--- src/lau_pkg.sv ---
// lau comparator package
// prefix speed and opcode encodings, word width, request and result records
package lau_pkg;

	// prefix network architecture
	typedef enum logic [1:0] {
		SLOW   = 2'b00, // serial chain
		MEDIUM = 2'b01, // brent-kung tree
		FAST   = 2'b10  // sklansky tree
	} speed_e;

	// comparator operations
	typedef enum logic [2:0] {
		OP_GEU  = 3'd0, // a >= b unsigned
		OP_LTU  = 3'd1, // a < b unsigned
		OP_EQ   = 3'd2, // a == b
		OP_GES  = 3'd3, // a >= b signed
		OP_MAXU = 3'd4, // unsigned max
		OP_MINU = 3'd5, // unsigned min
		OP_MAXS = 3'd6, // signed max
		OP_MINS = 3'd7  // signed min
	} cmp_op_e;

	localparam int     WORD_WIDTH = 16;   // operand width
	localparam speed_e CMP_SPEED  = FAST; // architecture built at top level

	// one request, 3 + 2*16 bits
	typedef struct packed {
		cmp_op_e               op;
		logic [WORD_WIDTH-1:0] a;
		logic [WORD_WIDTH-1:0] b;
	} cmp_req_t;

	// one result, 16 + 1 + 1 bits
	typedef struct packed {
		logic [WORD_WIDTH-1:0] value; // selected operand, zero if no selection
		logic                  flag;  // boolean answer, or a-was-selected
		logic                  eq;    // operands equal
	} cmp_res_t;

endpackage

--- src/prefix_and_or.sv ---
// parallel-prefix and-or network over generate/propagate pairs
// go[i] and po[i] cover bits i down to 0, sklansky, brent-kung or serial
`timescale 1ns/1ps

module prefix_and_or #(
	parameter int              width = 8,             // word width
	parameter lau_pkg::speed_e speed = lau_pkg::FAST  // network architecture
) (
	input  logic [width-1:0] gi, // generate in
	input  logic [width-1:0] pi, // propagate in
	output logic [width-1:0] go, // prefix generate out
	output logic [width-1:0] po  // prefix propagate out
);

	import lau_pkg::*;

	localparam int m    = $clog2(width);          // tree depth
	localparam int bk_n = (m > 0) ? 2 * m - 1 : 0; // brent-kung stage count

	if (speed == FAST) begin : g_sklansky
		// sklansky, m levels, upper half of each block taps top of lower half
		logic [width-1:0] gt [0:m];
		logic [width-1:0] pt [0:m];

		assign gt[0] = gi;
		assign pt[0] = pi;

		for (genvar l = 1; l <= m; l++) begin : g_level
			for (genvar i = 0; i < width; i++) begin : g_bit
				if ((i / 2**(l-1)) % 2 == 1) begin : g_black
					localparam int j = (i / 2**l) * 2**l + 2**(l-1) - 1; // lower half top
					assign gt[l][i] = gt[l-1][i] | (pt[l-1][i] & gt[l-1][j]);
					assign pt[l][i] = pt[l-1][i] & pt[l-1][j];
				end else begin : g_white
					assign gt[l][i] = gt[l-1][i]; // pass through
					assign pt[l][i] = pt[l-1][i];
				end
			end
		end

		assign go = gt[m];
		assign po = pt[m];
	end else if (speed == MEDIUM) begin : g_brent_kung
		// up-sweep builds power-of-two spans, down-sweep fills the gaps
		logic [width-1:0] gt [0:bk_n];
		logic [width-1:0] pt [0:bk_n];

		assign gt[0] = gi;
		assign pt[0] = pi;

		// up-sweep, stage l joins spans of 2**(l-1)
		for (genvar l = 1; l <= m; l++) begin : g_up
			for (genvar i = 0; i < width; i++) begin : g_bit
				if ((i + 1) % 2**l == 0) begin : g_black
					localparam int j = i - 2**(l-1);
					assign gt[l][i] = gt[l-1][i] | (pt[l-1][i] & gt[l-1][j]);
					assign pt[l][i] = pt[l-1][i] & pt[l-1][j];
				end else begin : g_white
					assign gt[l][i] = gt[l-1][i];
					assign pt[l][i] = pt[l-1][i];
				end
			end
		end

		// down-sweep, stage s works at span lev = 2m - s
		for (genvar s = m + 1; s <= bk_n; s++) begin : g_down
			localparam int lev = 2 * m - s;
			for (genvar i = 0; i < width; i++) begin : g_bit
				if (((i + 1) % 2**lev == 2**(lev-1)) && (i >= 2**lev)) begin : g_black
					localparam int j = i - 2**(lev-1); // already a full prefix
					assign gt[s][i] = gt[s-1][i] | (pt[s-1][i] & gt[s-1][j]);
					assign pt[s][i] = pt[s-1][i] & pt[s-1][j];
				end else begin : g_white
					assign gt[s][i] = gt[s-1][i];
					assign pt[s][i] = pt[s-1][i];
				end
			end
		end

		assign go = gt[bk_n];
		assign po = pt[bk_n];
	end else begin : g_serial
		// ripple chain, width-1 cells deep
		logic [width-1:0] gt;
		logic [width-1:0] pt;

		assign gt[0] = gi[0];
		assign pt[0] = pi[0];

		for (genvar i = 1; i < width; i++) begin : g_bit
			assign gt[i] = gi[i] | (pi[i] & gt[i-1]);
			assign pt[i] = pi[i] & pt[i-1];
		end

		assign go = gt;
		assign po = pt;
	end

endmodule

--- src/cmp_ge.sv ---
// magnitude comparator without subtraction
// ge = (a >= b) and eq = (a == b) from one prefix and-or network
`timescale 1ns/1ps

module cmp_ge #(
	parameter int              width = 8,             // word width
	parameter lau_pkg::speed_e speed = lau_pkg::FAST  // network architecture
) (
	input  logic [width-1:0] a,
	input  logic [width-1:0] b,
	output logic             ge, // a >= b unsigned
	output logic             eq  // a == b
);

	logic [width-1:0] gi; // per-bit a wins
	logic [width-1:0] pi; // per-bit equal
	logic [width-1:0] go;
	logic [width-1:0] po;

	// lsb generates on a tie too, so equal words resolve to ge
	assign gi[0] = a[0] | ~b[0];
	assign pi[0] = ~(a[0] ^ b[0]);

	for (genvar i = 1; i < width; i++) begin : g_pre
		assign gi[i] = a[i] & ~b[i];
		assign pi[i] = ~(a[i] ^ b[i]);
	end

	prefix_and_or #(
		.width(width),
		.speed(speed)
	) u_prefix (
		.gi(gi),
		.pi(pi),
		.go(go),
		.po(po)
	);

	assign ge = go[width-1]; // msb-first decision
	assign eq = po[width-1]; // all bits equal

endmodule

--- src/cmp_in_stage.sv ---
// input register stage
// strobe register with reset, request register loaded on valid
`timescale 1ns/1ps

module cmp_in_stage (
	input  logic              clk,
	input  logic              reset,
	input  logic              in_valid,
	input  lau_pkg::cmp_req_t in_req,
	output logic              req_valid,
	output lau_pkg::cmp_req_t req
);

	import lau_pkg::*;

	always_ff @(posedge clk) begin
		if (reset) begin
			req_valid <= 1'b0;
		end else begin
			req_valid <= in_valid; // one pulse per request
		end
	end

	// payload held between requests
	always_ff @(posedge clk) begin
		if (in_valid) begin
			req <= in_req;
		end
	end

	// a strobed request must carry a known opcode
	a_op_defined: assert property (@(posedge clk) disable iff (reset)
		in_valid |-> in_req.op inside {OP_GEU, OP_LTU, OP_EQ, OP_GES,
			OP_MAXU, OP_MINU, OP_MAXS, OP_MINS})
		else $error("undefined opcode %b on strobed request", in_req.op);

endmodule

--- src/cmp_core.sv ---
// comparator processing core, combinational
// sign conditioning, magnitude compare and opcode decode into a result
`timescale 1ns/1ps

module cmp_core (
	input  logic              req_valid,
	input  lau_pkg::cmp_req_t req,
	output logic              res_valid,
	output lau_pkg::cmp_res_t res
);

	import lau_pkg::*;

	logic                  signed_op; // two's complement ordering wanted
	logic [WORD_WIDTH-1:0] ca;        // conditioned operands
	logic [WORD_WIDTH-1:0] cb;
	logic                  ge_flag;
	logic                  eq_flag;

	assign signed_op = (req.op == OP_GES) || (req.op == OP_MAXS) || (req.op == OP_MINS);

	// flipping the sign bit maps signed order onto unsigned order
	assign ca = {req.a[WORD_WIDTH-1] ^ signed_op, req.a[WORD_WIDTH-2:0]};
	assign cb = {req.b[WORD_WIDTH-1] ^ signed_op, req.b[WORD_WIDTH-2:0]};

	cmp_ge #(
		.width(WORD_WIDTH),
		.speed(CMP_SPEED)
	) u_cmp_ge (
		.a (ca),
		.b (cb),
		.ge(ge_flag),
		.eq(eq_flag)
	);

	// opcode decode
	always_comb begin
		res       = '0;
		res.eq    = eq_flag; // equality reported for every op
		case (req.op)
			OP_GEU, OP_GES: begin
				res.flag = ge_flag;
			end
			OP_LTU: begin
				res.flag = ~ge_flag;
			end
			OP_EQ: begin
				res.flag = eq_flag;
			end
			OP_MAXU, OP_MAXS: begin
				res.flag  = ge_flag;                   // a picked when a >= b
				res.value = ge_flag ? req.a : req.b;
			end
			OP_MINU, OP_MINS: begin
				res.flag  = ~ge_flag;                  // a picked only when a < b
				res.value = ge_flag ? req.b : req.a;   // tie returns b
			end
			default: begin
				res.flag = 1'b0;
			end
		endcase
	end

	assign res_valid = req_valid; // no latency in the core

	// equal words must also compare as ge through the prefix network
	always_comb begin
		if (req_valid) begin
			a_eq_implies_ge: assert #0 (!eq_flag || ge_flag)
				else $error("comparator reports eq without ge");
		end
	end

endmodule

--- src/cmp_out_stage.sv ---
// output register stage
// valid pulse register with reset, result register loaded on valid
`timescale 1ns/1ps

module cmp_out_stage (
	input  logic              clk,
	input  logic              reset,
	input  logic              res_valid,
	input  lau_pkg::cmp_res_t res,
	output logic              out_valid,
	output lau_pkg::cmp_res_t out_res
);

	always_ff @(posedge clk) begin
		if (reset) begin
			out_valid <= 1'b0;
		end else begin
			out_valid <= res_valid;
		end
	end

	always_ff @(posedge clk) begin
		if (res_valid) begin
			out_res <= res; // held until next result
		end
	end

	// quiet output right after reset
	a_idle_after_reset: assert property (@(posedge clk)
		reset |=> !out_valid)
		else $error("out_valid high in cycle after reset");

	// one result pulse per core pulse, one cycle later
	a_valid_follows: assert property (@(posedge clk) disable iff (reset)
		!$past(reset) |-> (out_valid == $past(res_valid)))
		else $error("out_valid does not track res_valid by one cycle");

endmodule

--- src/lau_cmp_top.sv ---
// pipelined word comparator, two cycles from request to result
// input register, combinational compare core, output register
`timescale 1ns/1ps

module lau_cmp_top (
	input  logic              clk,
	input  logic              reset,
	input  logic              in_valid,
	input  lau_pkg::cmp_req_t in_req,
	output logic              out_valid,
	output lau_pkg::cmp_res_t out_res
);

	import lau_pkg::*;

	logic     req_valid; // stage 1 strobe
	cmp_req_t req;       // stage 1 request
	logic     res_valid; // core strobe
	cmp_res_t res;       // core result

	cmp_in_stage u_in_stage (
		.clk      (clk),
		.reset    (reset),
		.in_valid (in_valid),
		.in_req   (in_req),
		.req_valid(req_valid),
		.req      (req)
	);

	cmp_core u_core (
		.req_valid(req_valid),
		.req      (req),
		.res_valid(res_valid),
		.res      (res)
	);

	cmp_out_stage u_out_stage (
		.clk      (clk),
		.reset    (reset),
		.res_valid(res_valid),
		.res      (res),
		.out_valid(out_valid),
		.out_res  (out_res)
	);

endmodule

--- config.mk ---
export PLATFORM = sky130hd
export DESIGN_NAME = lau_cmp_top
export DESIGN_NICKNAME = d
export VERILOG_FILES = /design/src/lau_pkg.sv /design/src/prefix_and_or.sv /design/src/cmp_ge.sv /design/src/cmp_in_stage.sv /design/src/cmp_core.sv /design/src/cmp_out_stage.sv /design/src/lau_cmp_top.sv
export SDC_FILE = /design/constraint.sdc
export NUM_CORES = 1
export LEC_CHECK = 0
export ABC_AREA = 1
export BUFFER_PORTS_ARGS = -buffer_cell sky130_fd_sc_hd__buf_2
export CORE_MARGIN = 2
export CORE_UTILIZATION = 50
export DETAILED_ROUTE_END_ITERATION = 12
export HOLD_SLACK_MARGIN = 0.15
export PLACE_DENSITY_LB_ADDON = 0.25
export SETUP_SLACK_MARGIN = 0.05
export SYNTH_ARGS = -nofsm -noshare
export SYNTH_HDL_FRONTEND = slang
export SYNTH_HIERARCHICAL = 1
export SYNTH_SLANG_ARGS = --single-unit
--- constraint.sdc ---
create_clock -name clk -period 2.7 [get_ports clk]
set_clock_uncertainty 0.1 [all_clocks]
set_input_delay 0.54 -clock clk [delete_from_list [all_inputs] [get_ports clk]]
set_output_delay 0.54 -clock clk [all_outputs]
set_load 0.005 [all_outputs]
==> impl_metrics.ini <==
[run_status]
status = finished clean

[placement]
hpwl_um = 3490
portBuffers = 56
routabilityCongestion = 0.726

[routing]
drt-initial-drc-count = 69
vias_per_cell = 4.94
wl_per_cell_um = 12.3
drt_first_pass_iters = 4
dr_total_vias = 1992
antenna_left = 0
drc = 0
wl_um = 4970

[worst_setup_path]
cp_slowest_stage_delay_ps = 460
critical_path.endpoint_type = flop
worst-setup-path-type = flop to flop
required_ps = 2650
crit_slowest_cell = edfxtp_1
cp_num_buf_inv = 6
cp_top_family = simple AND/OR/NAND/NOR gates
worst_setup_path_start_kind = flop
cp.arrival_ps = 2490
critical_path.cell_chain = inv_2 -> nand2_1 -> nand2_2 -> xnor2_1 -> inv_1 -> ha_1 -> inv_1 -> nor2_2 -> nand2_1 -> clkinv_1 -> nand2_2 -> nand2_4 -> inv_4 -> buf_12 -> o21ai_0 -> nand2_1
crit_top_cell = nand2_1
path_max_fanout = 16

[floorplanning]
core_area_um2 = 5540
die_x_um = 79.9
num_rows = 27
die_area_um2 = 6380
die_y_um = 79.9
io_pins = 57
initial_core_util_pct = 52.0

[clocking]
tritoncts = yes
cts_root_buf = clkbuf_8
clock_path_buffers = 2
cts_buffers = 5
clkLatencyLatePin_ps = 300
clk_pin_slew_ps = 90
cts_max_level = 2
clkSinkCount = 55
hold_buffers = 0

[global_route]
grt_pass1_vias = 1840
grt_pass1_wl_um = 7840
grt_usage_pct = 15.8
grtUsageMet3_pct = 3.39
use_met1_pct = 19.0
antenna_found_initial = 0
grt_overflow = 0
busiest_layer = met2
grt_max_degree = 37
use_met2_pct = 28.4

[logic_synthesis]
ys_warn_count = 6
synth_nets = 327
syn_inst = 273
synth_area_um2 = 2880
avgSynthCellArea_um2 = 10.5

[power]
p_per_area_nw_per_um2 = 633
p_seq_share_pct = 50.2
vdd_drop_max_mv = 0.435
pwr-share-comb_pct = 25.6
total_power_uw = 2140
intPower_uw = 1530
p_leak_uw = 0.00155
p_sw_share_pct = 28.5
p_switching_uw = 610
clkPwrFrac_pct = 24.2

[sta]
fin_crit_sh_pct = 94.2
final_hold_viol_count = 0
grt_setup_unrepaired = false
finalSetupViolations = 0
period_minus_slack_ps = 2540
timing.hold.ws_ps = 306
finalSetupTns_ps = 0
worst_pin_slew_ps = 874
fmax_mhz = 393
drv_slew = 0
slew_headroom_pct = 41.7

[cells_and_area]
n_fill_cell = 462
n_antenna_cell = 0
layout_common_cells = nand2_1, buf_2, edfxtp_1
final_common_cell = nand2_1
drive_above_1_share_pct = 32.9
nNetsFinal = 385
area_growth_pct = 17.4

[run]
drv_cap = 0

[hold_path]
worstHoldPathType = input pin to flop
[through the flow]
step           util (%)  setup slack, ps  instance area, µm²  instances
2_1_floorplan         -              239                2880        273
3_3_place_gp       58.0              152                3210        395
3_5_place_dp       58.0              110                3210        395
4_1_cts            59.9             59.9                3320        402
5_1_grt            61.0             15.1                3380        403
6_report           61.0              156                3380        403
[worst paths after layout]
| path | slack, ps | cells after the start | to | from |
|---|---|---|---|---|
| setup / recovery | 160 | 16 | u_out_stage/out_res[5] | u_in_stage/req[34] |
| hold / removal | 310 | 1 | u_in_stage/req[22] | in_req[22] |
| setup reg to reg | 160 | 16 | u_out_stage/out_res[5] | u_in_stage/req[34] |
| hold reg to reg | 490 | 2 | u_out_stage/out_res[8] | u_in_stage/req[6] |
[worst register-to-register path: stages, from the launching register on]
cell	delay, ps
edfxtp_1	460
inv_2	90
nand2_1	90
nand2_2	90
xnor2_1	120
inv_1	60
ha_1	310
inv_1	60
nor2_2	150
nand2_1	90
clkinv_1	60
nand2_2	60
nand2_4	110
inv_4	60
buf_12	140
o21ai_0	170
nand2_1	80
[power by group through the flow]
stage	logic, µW	clock network [µW]	registers (µW)
finish	548	518	1070
floorplan	358	0	1080
detailed placement	489	0	1090
global route	613	561	1080
global placement	471	0	1090
CTS	492	529	1070
[state kept, by name, summed over array words and instances, names as in the netlist]
register               cells
u_out_stage/out_valid      1
u_in_stage/req_valid       1
u_in_stage/req            35
u_out_stage/out_res       18
[cell type report]
type                            count  area (µm²)  share of cell area, %
Sequential cell                    55        1630                   48.3
Clock inverter                      2        37.5                   1.11
Clock buffer                        5        68.8                   2.04
Inverter                           52         198                   5.85
Multi-Input combinational cell    155         993                   29.4
Tap cell                           72        90.1                   2.67
Timing Repair Buffer               62         360                   10.7
[routing by layer]
metal	routed length [µm]	vias up
met5	0	-
met4	36	0
met3	217	4
met2	2590	51
met1	2120	923
li1	-	1014
[what timing repair did]
| action | 4_1_cts | 5_1_grt |
|---|---|---|
| setup endpoints to repair | 0 | 17 |
| buffers inserted | 0 | 1 |
| gates resized for setup | 0 | 17 |
Note: power is estimated with default switching activity, not from simulation.
